==> src/hw/mul_pkg.sv <==
// ----------------------------------------------------------
// Shared constants and types of the multiply cluster
// Only RV64M multiplies; divides and their W forms decode
// as idle and are never accepted
// ----------------------------------------------------------
`default_nettype none

package mul_pkg;

    localparam int NUM_LANES = 2;                    // Lanes and issue slots per cycle
    localparam int WB_DEPTH  = 8;                    // Writeback queue entries, power of two
    localparam int XLEN      = 64;
    localparam int WORD_W    = 32;                   // Width of the W forms
    localparam int TAG_W     = 6;
    localparam int REG_W     = 5;
    localparam int WB_PTR_W  = $clog2(WB_DEPTH);
    localparam int WB_CNT_W  = $clog2(WB_DEPTH + 1); // Holds 0..WB_DEPTH

    // RISC-V funct3 of the OP / OP-32 multiply group
    localparam logic [2:0] F3_MUL    = 3'b000;
    localparam logic [2:0] F3_MULH   = 3'b001;
    localparam logic [2:0] F3_MULHSU = 3'b010;
    localparam logic [2:0] F3_MULHU  = 3'b011;

    typedef enum logic [2:0] {
        OP_MUL,
        OP_MULH,
        OP_MULHSU,
        OP_MULHU,
        OP_NONE                                      // Idle
    } mul_op_t;

    typedef struct packed {
        logic             valid;
        logic [2:0]       funct3;
        logic             is_word;                   // MULW
        logic [REG_W-1:0] rd;
        logic [TAG_W-1:0] tag;
        logic [XLEN-1:0]  src1;
        logic [XLEN-1:0]  src2;
    } mul_req_t;

    typedef struct packed {
        logic             valid;
        mul_op_t          op;
        logic             is_word;
        logic [REG_W-1:0] rd;
        logic [TAG_W-1:0] tag;
        logic [XLEN-1:0]  src1;
        logic [XLEN-1:0]  src2;
    } lane_in_t;

    typedef struct packed {
        logic             valid;
        logic [REG_W-1:0] rd;
        logic [TAG_W-1:0] tag;
        logic [XLEN-1:0]  result;
    } mul_res_t;

endpackage

`default_nettype wire

==> src/hw/mul_writeback.sv <==
// ----------------------------------------------------------
// Result queue, up to NUM_LANES pushes and one pop per edge
// Never checks for overflow, the issue credit prevents it
// wb_o shows the head entry and holds it while stalled
// ----------------------------------------------------------
`timescale 1ns/1ps
`default_nettype none

module mul_writeback import mul_pkg::*; (
    input  logic                        clk_i,
    input  logic                        rstn_i,
    input  mul_res_t [NUM_LANES-1:0]    lane_res_i,
    input  logic                        wb_ready_i,
    output mul_res_t                    wb_o,
    output logic     [WB_CNT_W-1:0]     wb_free_o
);

    mul_res_t             mem_q [WB_DEPTH];          // Payload only
    logic [WB_PTR_W-1:0]  wr_ptr_q, rd_ptr_q;
    logic [WB_CNT_W-1:0]  count_q;
    logic [WB_PTR_W-1:0]  wr_idx [NUM_LANES];
    logic [WB_CNT_W-1:0]  push_cnt;
    logic                 pop;

    // Slot for each lane, packed in lane order
    always_comb begin
        push_cnt = '0;
        for (int k = 0; k < NUM_LANES; k++) begin
            wr_idx[k] = wr_ptr_q + push_cnt[WB_PTR_W-1:0];
            push_cnt  = push_cnt + WB_CNT_W'(lane_res_i[k].valid);
        end
    end

    assign pop = (count_q != '0) & wb_ready_i;

    always_comb begin
        wb_o       = mem_q[rd_ptr_q];
        wb_o.valid = (count_q != '0);
    end

    // Entry freed by this edge's pop is already counted
    assign wb_free_o = WB_CNT_W'(WB_DEPTH) - count_q + WB_CNT_W'(pop);

    // ----------------------------------------------------------
    // Storage and pointers
    // ----------------------------------------------------------
    always_ff @(posedge clk_i) begin
        for (int k = 0; k < NUM_LANES; k++) begin
            if (lane_res_i[k].valid) begin
                mem_q[wr_idx[k]] <= lane_res_i[k];
            end
        end
    end

    always_ff @(posedge clk_i or negedge rstn_i) begin
        if (!rstn_i) begin
            wr_ptr_q <= '0;
            rd_ptr_q <= '0;
            count_q  <= '0;
        end else begin
            wr_ptr_q <= wr_ptr_q + push_cnt[WB_PTR_W-1:0];   // Wraps, depth is 2^n
            rd_ptr_q <= rd_ptr_q + WB_PTR_W'(pop);
            count_q  <= count_q + push_cnt - WB_CNT_W'(pop);
        end
    end

endmodule

`default_nettype wire

==> config.mk <==
export PLATFORM = sky130hd
export DESIGN_NAME = mul_writeback
export DESIGN_NICKNAME = d
export VERILOG_FILES = /design/src/hw/mul_pkg.sv /design/src/hw/mul_writeback.sv
export SDC_FILE = /design/constraint.sdc
export NUM_CORES = 1
export LEC_CHECK = 0
export BUFFER_PORTS_ARGS = -buffer_cell sky130_fd_sc_hd__buf_2
export CAP_MARGIN = 40
export CORE_MARGIN = 1.5
export CORE_UTILIZATION = 55
export DETAILED_ROUTE_END_ITERATION = 12
export GPL_TIMING_DRIVEN = 1
export PLACE_DENSITY = 0.77
export SLEW_MARGIN = 20
export SYNTH_ARGS = -nofsm -noshare
export SYNTH_HDL_FRONTEND = slang
export SYNTH_SLANG_ARGS = --single-unit
export TNS_END_PERCENT = 100
==> constraint.sdc <==
create_clock -name clk_i -period 6.5 [get_ports clk_i]
set_input_delay 1.625 -clock clk_i [delete_from_list [all_inputs] [get_ports clk_i]]
set_output_delay 1.625 -clock clk_i [all_outputs]
set_load 0.02 [all_outputs]
==> impl_metrics.ini <==
[yosys]
synth.area.top_cells = edfxtp_1 (59%), mux2_2 (22%), mux4_2 (11%), mux2_1 (2.7%), buf_2 (1.1%)
post-synth-top-area-cell = edfxtp_1
yosys_most_used_dff = edfxtp_1
yosysWarnings = 0
combinational_family_with_the_most_area_after_synthesis = multiplexers
synthDominantCellAreaShare_pct = 59.43
yosys.cell_count.top_type = mux2_2
post_synth_num_cell_types = 32
synth_enable_flop_cells = 600
syn_area_per_cell_um2 = 18.82
top_post_synthesis_cells_by_count = mux2_2 (602), edfxtp_1 (600), mux4_2 (150)
synthXorXnorAreaFrac_pct = 0.2806
synth_mux_area_share_pct = 36.21
synth_adder_area_share_pct = 0.7098
post_synth_inst_count = 1611
synth_seq_area_share_pct = 60.25
asyncSetResetFlopFracSynth_pct = 1.639
yosys_register_bits = 610
syn_area_um2 = 30320
synth_nets = 1782
compound_gate_portion_of_the_synthesized_area_pct = 0.2229
simple_gate_share_of_the_synthesized_area_pct = 0.3797

[outcome]
run_status = finished clean

[global_routing]
grt_start_max_net_pins = 66
globalRouteOverflowTotal = 0
grt_antenna_before_repair = 25
track_usage_pct = 25.85
grt_pass1_vias = 17384
grt_pass1_wl_um = 108200

[worst_hold_path]
min_from = count_q[0]
worstHoldPathType = reg -> reg

[route]
firstDrtPassIters = 5
remaining_drc_errors = 0
drtAntennaViolNets = 0
post_drt_via_cell_ratio = 6.346
detail_route.wl_per_cell_um = 27.47
first_drt_iteration_drcs = 1378
drt_wl_total_um = 71580
routed-via-count = 16538

[clock_network]
max_clock_buf_depth = 3
post-cts-setup-buffer-count = 0
cts-htree-levels = 3
cts.repair.resized = 0
cts_tree = done
clkTransAtPathRegs_ps = 60
clock-sinks = 610
cts.hold.buffers_added = 0
ctsRootBufferMaster = clkbuf_16
cts_buffers = 67
clock_latency_ps = 610

[pwr]
power.density_nw_per_um2 = 485.8
ir_worst_vdd_uv = 420.2
leakagePower_nw = 11.68

[worst_setup_path]
worstPathMaxFanout = 33
setup.worst_path.start = rd_ptr_q[0]
crit_path_top_delay_cell = dfrtp_4
required_ps = 4880
critPathCaptureType = output port
worstPathCellList = buf_4, mux4_2, mux2_2, buf_2
worstPathArrival_ps = 3170
cp-start-kind = flip-flop
regToRegStartpoint = wr_ptr_q[0]
worstSetupPathType = reg -> out
critical-path-max-stage-delay_ps = 770

[timing]
clock_skew_after_layout_ps = 17.00
max_freq_mhz = 208.6
setup_repair_after_global_routing_missed_its_margin = false
timing.final.crit_period_ps = 4793
layout_worst_path_cycle_share_pct = 73.73
report.final.slew_viol_count = 0
setup_violations = 0
maxSlewHeadroom_pct = 43.33
max_slew.worst_pin.slew_ps = 850.1
final.hold.worst_slack_ps = 566.1
setup_tns_ps = 0
final-hold-violation-count = 0

[finish]
postLayoutCoreUtil_pct = 64.13
finalNonFillerCells = 2606
nets = 2017
layout_overhead_on_the_synthesized_area_pct = 14.50
drive_above_1_share_pct = 59.81

[die]
ios = 235
starting_density_of_the_core_pct = 56.01
area_of_the_core_um2 = 54130
placement_rows = 85
die_w_um = 237.8
floorplan.die_area_um2 = 56540
fp.dieH_um = 237.8

[place]
placed_wire_length_estimate_um = 41930
finalWeightedCongestion = 0.7276
numPortBuffers = 234
placed_cells_incl_taps = 2471

[run]
max_cap_viol_count = 0
[where the power goes]
group	internal [mW]	leakage [nW]	switching, mW
sequential	5.90	5.62	0.422
combinational	3.03	5.03	3.79
clock	2.18	1.03	1.54
[cell type report]
type	instances	area [um2]
diodes	14	35.03
clock buffers	86	1812
clock inverters	33	311.5
fillers	3776	19420
inverters	13	48.80
multi-input cells	881	11630
flip-flops and latches	610	18280
well taps	696	870.8
repair buffers	273	1729
[logic make-up after synthesis]
| group | Yosys count |
|---|---|
| flip-flops | 610 |
| multiplexers | 825 |
| XOR/XNOR | 8 |
| AO/OA/AOI/OAI | 10 |
| adder cells (fa/ha/maj) | 16 |
| buffers and inverters | 120 |
| AND/OR/NAND/NOR | 22 |
[sequential cells by signal, summed over array words and instances, names as in the netlist]
signal,cells
mem_q,600
rd_ptr_q,3
count_q,4
wr_ptr_q,3
[through the flow]
stage | setup slack, ps | power [mW] | area, um2
after CTS | 1625 | 16.99 | 34620
after floorplan | 81.50 | 11.07 | 30330
final | 1707 | 16.86 | 34710
after global routing | 1540 | 17.56 | 34700
after detailed placement | 1795 | 13.26 | 32500
after global placement | 1882 | 13.03 | 32350
[cells in the final DEF (no fill, tap or decap), types with 11 or more instances in the layout]
master / Yosys / routed
diode_2: 0 / 14
clkbuf_16: 0 / 70
ha_1: 14 / 14
buf_12: 0 / 11
mux2_2: 602 / 602
mux4_2: 150 / 150
clkinv_1: 0 / 15
inv_1: 13 / 13
buf_4: 14 / 21
clkbuf_1: 15 / 16
edfxtp_1: 600 / 600
buf_2: 68 / 234
mux2_1: 73 / 73
[worst max-delay path: cells and delay by family (launching register included)]
kind,cells,cell delay [ps]
multiplexers,2,900
flip-flops,1,770
buffers and inverters,2,800
[path summary, 6_finish.rpt]
| check | end | slack [ps] | depth (start not counted) |
|---|---|---|---|
| worst min-delay path | count_q[0] | 570 | 1 |
| worst min register to register | count_q[0] | 570 | 1 |
| max in group asynchronous | rd_ptr_q[1] | 5330 | 1 |
| worst max register to register | mem_q[5][8] | 2990 | 7 |
| worst max-delay path | wb_o[63] | 1710 | 4 |
| min in group asynchronous | wr_ptr_q[0] | 900 | 1 |
[per-layer routing]
layer  part of all wire [%]  routed length [um]  global-route usage [%]
met5                   0.19                 134                       0
met4                    2.2                1608                   7.894
met3                    7.1                5108                   5.087
met2                     49               35390                   42.39
met1                     41               29350                   35.18
Note: power is estimated with default switching activity, not from simulation.
