$ cat src/hw/mul_pkg.sv
// ----------------------------------------------------------
// Shared constants and types of the multiply cluster
// Only RV64M multiplies; divides and their W forms decode
// as idle and are never accepted
// ----------------------------------------------------------
`default_nettype none

package mul_pkg;

    localparam int NUM_LANES = 2;                    // Lanes and issue slots per cycle
    localparam int WB_DEPTH  = 8;                    // Writeback queue entries, power of two
    localparam int XLEN      = 64;
    localparam int WORD_W    = 32;                   // Width of the W forms
    localparam int TAG_W     = 6;
    localparam int REG_W     = 5;
    localparam int WB_PTR_W  = $clog2(WB_DEPTH);
    localparam int WB_CNT_W  = $clog2(WB_DEPTH + 1); // Holds 0..WB_DEPTH

    // RISC-V funct3 of the OP / OP-32 multiply group
    localparam logic [2:0] F3_MUL    = 3'b000;
    localparam logic [2:0] F3_MULH   = 3'b001;
    localparam logic [2:0] F3_MULHSU = 3'b010;
    localparam logic [2:0] F3_MULHU  = 3'b011;

    typedef enum logic [2:0] {
        OP_MUL,
        OP_MULH,
        OP_MULHSU,
        OP_MULHU,
        OP_NONE                                      // Idle
    } mul_op_t;

    typedef struct packed {
        logic             valid;
        logic [2:0]       funct3;
        logic             is_word;                   // MULW
        logic [REG_W-1:0] rd;
        logic [TAG_W-1:0] tag;
        logic [XLEN-1:0]  src1;
        logic [XLEN-1:0]  src2;
    } mul_req_t;

    typedef struct packed {
        logic             valid;
        mul_op_t          op;
        logic             is_word;
        logic [REG_W-1:0] rd;
        logic [TAG_W-1:0] tag;
        logic [XLEN-1:0]  src1;
        logic [XLEN-1:0]  src2;
    } lane_in_t;

    typedef struct packed {
        logic             valid;
        logic [REG_W-1:0] rd;
        logic [TAG_W-1:0] tag;
        logic [XLEN-1:0]  result;
    } mul_res_t;

endpackage

`default_nettype wire

$ cat src/hw/mul_issue.sv
// ----------------------------------------------------------
// All valid slots are accepted together or not at all
// A word behind a doubleword in the same lane is held back
// one cycle so both lane stages never finish together
// ----------------------------------------------------------
`timescale 1ns/1ps
`default_nettype none

module mul_issue import mul_pkg::*; (
    input  logic                            clk_i,
    input  logic                            rstn_i,
    input  logic                            kill_i,
    input  mul_req_t [NUM_LANES-1:0]        req_i,
    input  logic     [WB_CNT_W-1:0]         wb_free_i,
    output logic                            req_ready_o,
    output lane_in_t [NUM_LANES-1:0]        lane_o
);

    function automatic mul_op_t decode_op(input logic [2:0] funct3, input logic is_word);
        mul_op_t op;
        case (funct3)
            F3_MUL:    op = OP_MUL;                  // MUL and MULW
            F3_MULH:   op = is_word ? OP_NONE : OP_MULH;
            F3_MULHSU: op = is_word ? OP_NONE : OP_MULHSU;
            F3_MULHU:  op = is_word ? OP_NONE : OP_MULHU;
            default:   op = OP_NONE;                 // Divide group
        endcase
        return op;
    endfunction

    mul_op_t                slot_op [NUM_LANES];
    logic [NUM_LANES-1:0]   slot_valid;
    logic [NUM_LANES-1:0]   word_hazard;
    logic [NUM_LANES-1:0]   dw_s1_d, dw_s1_q;        // Doubleword sitting in stage one
    logic [WB_CNT_W-1:0]    n_valid;
    logic [WB_CNT_W-1:0]    n_dw_s1;
    logic [WB_CNT_W-1:0]    need;
    logic [WB_CNT_W-1:0]    s1_cnt_q, s2_cnt_q;      // In flight per lane stage

    always_comb begin
        n_valid = '0;
        n_dw_s1 = '0;
        for (int k = 0; k < NUM_LANES; k++) begin
            slot_op[k]     = decode_op(req_i[k].funct3, req_i[k].is_word);
            slot_valid[k]  = req_i[k].valid & (slot_op[k] != OP_NONE);
            word_hazard[k] = slot_valid[k] & req_i[k].is_word & dw_s1_q[k];
            n_valid        = n_valid + WB_CNT_W'(slot_valid[k]);
            n_dw_s1        = n_dw_s1 + WB_CNT_W'(dw_s1_q[k]);
        end
    end

    // Everything in flight lands in the queue, so it must fit next to the new slots
    assign need        = s1_cnt_q + s2_cnt_q + n_valid;
    assign req_ready_o = ~kill_i & ~(|word_hazard) & (wb_free_i >= need);

    always_comb begin
        for (int k = 0; k < NUM_LANES; k++) begin
            lane_o[k].valid   = slot_valid[k] & req_ready_o;
            lane_o[k].op      = slot_op[k];
            lane_o[k].is_word = req_i[k].is_word;
            lane_o[k].rd      = req_i[k].rd;
            lane_o[k].tag     = req_i[k].tag;
            lane_o[k].src1    = req_i[k].src1;
            lane_o[k].src2    = req_i[k].src2;
            dw_s1_d[k]        = lane_o[k].valid & ~req_i[k].is_word;
        end
    end

    always_ff @(posedge clk_i or negedge rstn_i) begin
        if (!rstn_i) begin
            s1_cnt_q <= '0;
            s2_cnt_q <= '0;
            dw_s1_q  <= '0;
        end else if (kill_i) begin                   // Lanes are flushed on the same edge
            s1_cnt_q <= '0;
            s2_cnt_q <= '0;
            dw_s1_q  <= '0;
        end else begin
            s1_cnt_q <= req_ready_o ? n_valid : '0;
            s2_cnt_q <= n_dw_s1;                     // Doublewords move on to stage two
            dw_s1_q  <= dw_s1_d;
        end
    end

endmodule

`default_nettype wire

$ cat config.mk
export PLATFORM = sky130hd
export DESIGN_NAME = mul_issue
export DESIGN_NICKNAME = d
export VERILOG_FILES = /design/src/hw/mul_pkg.sv /design/src/hw/mul_issue.sv
export SDC_FILE = /design/constraint.sdc
export NUM_CORES = 1
export LEC_CHECK = 0
export CAP_MARGIN = 20
export CORE_AREA = 4 4 225 227
export CTS_CLUSTER_DIAMETER = 100
export DETAILED_ROUTE_END_ITERATION = 8
export DIE_AREA = 0 0 229 231
export DONT_BUFFER_PORTS = 1
export GPL_TIMING_DRIVEN = 0
export PLACE_DENSITY = 0.3
export SETUP_SLACK_MARGIN = 0.2
export SLEW_MARGIN = 30
export SYNTH_ARGS = -nofsm -noshare
export SYNTH_HDL_FRONTEND = slang
export SYNTH_SLANG_ARGS = --single-unit
$ cat constraint.sdc
create_clock -name clk_i -period 17.8 [get_ports clk_i]
set_input_delay 5.34 -clock clk_i [delete_from_list [all_inputs] [get_ports clk_i]]
set_output_delay 5.34 -clock clk_i [all_outputs]
set_load 0.02 [all_outputs]
==> flow_summary.yaml, run 1 <==
outcome:
  status: "finished, final reports clean"
sta:
  finalCritPeriodShare_pct: 79.47
  tightest_slew_ps: 854.9
  layout_setup_ws_ps: 3655
  slew_headroom_pct: 42.58
  fin_skew_ps: 2.010
  max_freq_ghz: 0.07069
  rsz0062_at_grt: "false"
  finalHoldViolCount: 0
  fin_tns_setup_ps: 0
  layout_min_cycle_time_ps: 14150
  hold_ws_ps: 649.8
  slew_viol_final: 0
  finalSetupViolations: 0
global_routing:
  grt.overflow.total: 0
  grt_pass1_wl_um: 12730
  grtUsageTotal_pct: 3.422
  grt_max_degree: 7
  use_met1_pct: 3.662
  grt_pass1_vias: 1779
  met2_usage_pct: 6.008
  use_met3_pct: 1.160
  grt_antenna_before_repair: 5
  top_usage_layer: "met2"
worst_setup_path:
  crit_path_frequent_cell: "ha_1"
  cp_top_family: "simple AND/OR/NAND/NOR gates"
  reg2reg_to: "dw_s1_q[1]"
  slowest_delay_ps: 790
  crit_buf_inv: 3
  path_class: "in2out"
  cp_slowest_cell: "nor4_4"
  cp_cell_sequence: "o21ai_0, and3b_1, ha_1, inv_1, fa_1, inv_1, ha_1, ha_1, inv_1, ha_1, o21a_1, nor2_1, nor4_4, and2_2"
  endpoint: "lane_o[287]"
  reg2reg_depth: 11
  critPathRequiredTime_ps: 12460
  crit_start: "req_i[141]"
  cp-end-kind: "output pin"
  r2r_slack_ps: 14610
  cp.depth: 14
  reg2reg_from: "s1_cnt_q[1]"
  arrival_ps: 8810
  worstPathMaxFanout: 6
  crit_path_start_kind: "input pin"
placement:
  io_buffers: 0
  dpl_worst_slack_ps: 3444
  place_area_mm2: 0.003476
  dp_hpwl_um: 11460
  gp_congestion: 0.8011
layout:
  layout.nets: 650
  area.growth.synth_to_final_pct: 32.40
  drive_gt1_share_pct: 85.42
  stdcell_area_mm2: 0.003563
hold_path:
  hp-start: "dw_s1_q[0]"
  hold_path.class: "reg2reg"
routing:
  wl_per_cell_um: 12.20
  vias: 1913
  first_iter_violations: 34
  viasPerCell: 1.972
  drc: 0
  drtPass1Iterations: 4
  wl_um: 11840
  ant_nets: 0
synthesis:
  netlist.top_cell.by_area: "buf_4"
  syn_nets: 645
  ys_top_cells_by_area: "buf_4, dfrtp_1, ha_1"
  synthArstFlopShare_pct: 100.0
  yosysWarnings: 0
  syn_avg_cell_area_um2: 7.916
  synthesis.instances: 340
  synthFlopType: "dfrtp_1"
  synth_top_area_share_pct: 78.10
  synth_cell_types: 23
  ys_seq_area_share_pct: 5.579
  syn_area_mm2: 0.002691
  ys_ff_latch: 6
  synth_most_common_cell: "buf_4"
  synth_common_cells: "buf_4, inv_1, ha_1"
  synth-edff-count: 0
clocking:
  post_cts_resize_count: 0
  htreeDepth: 1
  numCtsBuffers: 3
  clk_pin_slew_ps: 30
  clk_path_buf_depth: 2
  postCtsHoldBufs: 0
  clk_latency_ps: 230
  tritoncts: "built"
  post_cts_buffers: 0
  root_buffer: "clkbuf_16"
  cts_sinks: 6
job:
  max-cap-violations: 0
die:
  initial_core_util_pct: 5.532
  io_pins: 584
  fp.dieW_um: 229
  core_mm2: 0.04865
  dieArea_mm2: 0.05290
  std_cell_rows: 81
  die_y_um: 231
power:
  peakVddDrop_uv: 23.58
  power_uw: 157.2
  pwr_density_cell_mw_per_mm2: 44.12
  leakage_nw: 1.683
[report_power, final]
part / total, mW / switching (mW) / internal (mW)
clock network: 0.0359 / 0.00710 / 0.0288
registers: 0.0141 / 0.000115 / 0.0140
logic: 0.107 / 0.0626 / 0.0445
total: 0.157 / 0.0699 / 0.0873
[how the worst min path moves through the flow]
stage / depth (start not counted) / slack, ps / to
floorplan: 2 / 570 / s2_cnt_q[0]
global placement: 2 / 640 / s2_cnt_q[1]
detailed placement: 2 / 650 / s2_cnt_q[1]
CTS: 2 / 660 / s2_cnt_q[1]
global route: 2 / 680 / s2_cnt_q[1]
finish: 2 / 650 / s2_cnt_q[1]
[per-stage QoR]
step,util (%),instances
2_1_floorplan,-,340
3_3_place_gp,7.132,962
3_5_place_dp,7.145,962
4_1_cts,7.299,965
5_1_grt,7.325,970
6_report,7.325,970
[sequential cells by signal, summed over array words and instances, names as in the netlist]
| name | flops |
|---|---|
| s1_cnt_q | 2 |
| dw_s1_q | 2 |
| s2_cnt_q | 2 |
[cells by family after synthesis]
kind of cell	Yosys count	synth area share (%)
flops	6	5.579
buf+inv	294	80.06
simple gates	25	7.160
compound gates	5	1.999
fa+ha+maj	10	5.207
[layer usage]
| metal | up-vias | wire length (µm) |
|---|---|---|
| met5 | - | 0 |
| met3 | 16 | 1367 |
| met1 | 856 | 3709 |
| met4 | 0 | 456 |
| met2 | 273 | 6305 |
| li1 | 768 | - |
[area by class of cell]
type / instances / area, µm²
buffer: 280 / 2102
inverter: 14 / 52.55
clock buffer: 3 / 75.07
sequential: 6 / 150.1
tap: 622 / 778.2
antenna: 5 / 12.51
multi-input combinational: 40 / 392.9
fill: 5673 / 45080
[tightest hold or removal path, delay by kind of cell (launching register included)]
| family | cells | cell delay (ps) |
|---|---|---|
| and+or+nand+nor | 1 | 110 |
| adders and majority gates | 1 | 140 |
| DFF | 1 | 350 |
[cell usage in the layout, fill, tap and decap left out]
cell type	instances
nor2b_1	2
and3b_2	1
nor4b_2	1
fa_1	2
and3b_1	1
o21ai_0	2
dfrtp_1	6
nor4_4	1
buf_4	280
and3_4	1
and2_2	3
diode_2	5
nor4_1	1
o21a_1	1
and3_1	1
nor4b_1	1
and2_1	5
nand3b_1	1
a31o_2	1
nand2b_4	1
a2111oi_4	1
clkbuf_16	3
nor2_1	3
inv_1	14
ha_1	8
nand2b_1	2
Note: power is estimated with default switching activity, not from simulation.
==> run 2: changes to the inputs <==
ABC_AREA = 1   (was not set)
CORE_AREA = 4 4 223 225   (was 4 4 225 227)
DIE_AREA = 0 0 227 229   (was 0 0 229 231)
clock period = 14.2 ns   (was 17.8 ns; I/O delays follow)
==> flow_summary.yaml, run 2 <==
worst_setup_path:
  r2r_slack_ps: 11850
  cp.depth: 17
  cp_slowest_cell: "fa_1"
  arrival_ps: 7400
  path_class: "in2out"
  cp-end-kind: "output pin"
  worstPathMaxFanout: 4
  reg2reg_to: "dw_s1_q[0]"
  crit_path_start_kind: "input pin"
  cp_top_family: "adder cells"
  critPathRequiredTime_ps: 9940
  reg2reg_from: "s1_cnt_q[1]"
  slowest_delay_ps: 480
  reg2reg_depth: 13
  crit_buf_inv: 6
  cp_cell_sequence: "inv_1, nand2_1, nor2_2, ha_1, inv_1, fa_1, inv_1, ha_1, ha_1, inv_1, ha_1, nand2_1, inv_1, nand3_1, nand3_1, nand4_1, inv_1"
  crit_path_frequent_cell: "inv_1"
clocking:
  clk_path_buf_depth: 2
  numCtsBuffers: 3
  htreeDepth: 1
  tritoncts: "built"
  post_cts_buffers: 0
  clk_latency_ps: 230
  clk_pin_slew_ps: 30
  cts_sinks: 6
  postCtsHoldBufs: 0
  root_buffer: "clkbuf_16"
  post_cts_resize_count: 0
routing:
  ant_nets: 0
  wl_per_cell_um: 13.24
  viasPerCell: 2.036
  wl_met2_um: 6989
  maxUsedRoutingLayer: "met5"
  drt-met1-wl_um: 3843
  wl_met3_um: 1769
  drtPass1Iterations: 3
  drc: 0
  wl_um: 12950
  vias: 1991
  first_iter_violations: 31
hold_path:
  hold_path.class: "reg2reg"
  hold_depth: 3
  hp-start: "dw_s1_q[0]"
  worst_hold_path.endpoint: "s2_cnt_q[0]"
layout:
  fillers: 5485
  multi_input_area_um2: 304.0
  layout_common_cells: "buf_4, inv_1, nor2_1"
  stdcell_area_mm2: 0.003506
  layout.nets: 670
  antennaDiodeCount: 0
  regArea_um2: 150.1
  drive_gt1_share_pct: 78.79
  layout_commonest_cell: "buf_4"
  area.growth.synth_to_final_pct: 31.73
  largest_registers: "dw_s1_q (2), s1_cnt_q (2), s2_cnt_q (2)"
synthesis:
  synthFlopType: "dfrtp_1"
  ys_top_cells_by_area: "buf_4, dfrtp_1, inv_1"
  synth_top_area_share_pct: 78.98
  synth_common_cells: "buf_4, inv_1, nor2_1"
  synth_cell_types: 13
  synthesis.instances: 360
  syn_nets: 665
  ys_seq_area_share_pct: 5.642
  syn_area_mm2: 0.002661
  synth-edff-count: 0
  syn_avg_cell_area_um2: 7.393
  netlist.top_cell.by_area: "buf_4"
  synthArstFlopShare_pct: 100.0
  synth_most_common_cell: "buf_4"
  ys_ff_latch: 6
  yosysWarnings: 0
die:
  die_y_um: 229
  fp.dieW_um: 227
  std_cell_rows: 80
  initial_core_util_pct: 5.597
  dieArea_mm2: 0.05198
  core_mm2: 0.04755
  io_pins: 584
power:
  peakVddDrop_uv: 37.25
  pwr_density_cell_mw_per_mm2: 55.80
  power_switching_uw: 87.88
  p_int_uw: 107.8
  seqPwrFrac_pct: 9.0
  p_clk_share_pct: 23.0
  swShare_pct: 44.92
  leakage_nw: 1.719
  comb_power_share_pct: 67.9
sta:
  tightest_slew_ps: 407.9
  fin_tns_setup_ps: 0
  layout_min_cycle_time_ps: 11660
  fin_skew_ps: 1.677
  finalSetupViolations: 0
  finalCritPeriodShare_pct: 82.14
  max_freq_ghz: 0.08573
  layout_setup_ws_ps: 2536
  hold_ws_ps: 614.3
  finalHoldViolCount: 0
  slew_headroom_pct: 72.78
  slew_viol_final: 0
  rsz0062_at_grt: "false"
job:
  max-cap-violations: 0
global_routing:
  grt_max_degree: 7
  grt_antenna_before_repair: 5
  grtUsageTotal_pct: 3.929
  grt_pass1_vias: 1846
  grt.overflow.total: 0
  grt_pass1_wl_um: 14230
placement:
  gp_congestion: 0.7723
  dp_hpwl_um: 12520
  place_area_mm2: 0.003431
  dpl_worst_slack_ps: 2447
  io_buffers: 0
outcome:
  status: "finished, final reports clean"
-- run 2: cell type report --
| class | count | area share [%] |
|---|---|---|
| buffer | 280 | 59.96 |
| tap | 615 | 21.95 |
| multi-input combinational | 46 | 8.672 |
| sequential | 6 | 4.283 |
| inverter | 28 | 2.998 |
| clock buffer | 3 | 2.141 |
-- run 2: power groups by stage --
stage,clock [mW],combinational (mW),sequential [mW]
6_report,0.0451,0.133,0.0177
5_1_grt,0.0467,0.139,0.0177
4_1_cts,0.0457,0.135,0.0177
3_5_place_dp,0,0.135,0.0179
3_3_place_gp,0,0.136,0.0179
2_1_floorplan,0,0.122,0.0178
-- run 2: worst max-delay path by stage --
| stage | slack [ps] | to | startpoint |
|---|---|---|---|
| 2_1_floorplan | 3300 | lane_o[143] | req_i[141] |
| 3_3_place_gp | 2450 | req_ready_o | req_i[286] |
| 3_5_place_dp | 2450 | lane_o[143] | req_i[286] |
| 4_1_cts | 2430 | lane_o[143] | req_i[286] |
| 5_1_grt | 2280 | req_ready_o | req_i[286] |
| 6_report | 2540 | lane_o[143] | req_i[286] |
-- run 2: metrics by stage --
step                util (%)  std cells  total power [mW]
floorplan                  -        360            0.1403
global placement       7.216        975            0.1538
detailed placement     7.216        975            0.1527
CTS                    7.374        978            0.1982
global route           7.374        978            0.2033
finish                 7.374        978            0.1956
-- run 2: worst reg2reg max path, delay by kind of cell, from the launching register on --
family / cells / cell delay [ps]
adder cells (fa/ha/maj): 4 / 1240
AND/OR/NAND/NOR: 5 / 540
flip-flops: 1 / 310
buffers and inverters: 4 / 190
-- run 2: routing by layer --
layer	global-route usage, %	up-vias
met5	0	-
met4	1.116	6
met3	1.780	18
met2	7.481	287
met1	3.770	874
li1	-	806
-- run 2: kinds of logic after synthesis --
group                      after synthesis  synth area share, %
buffers and inverters                  308                82.93
and+or+nand+nor                         32                5.312
adders and majority gates               10                5.266
DFF                                      6                5.642
AOI/OAI and AO/OA                        4               0.8462
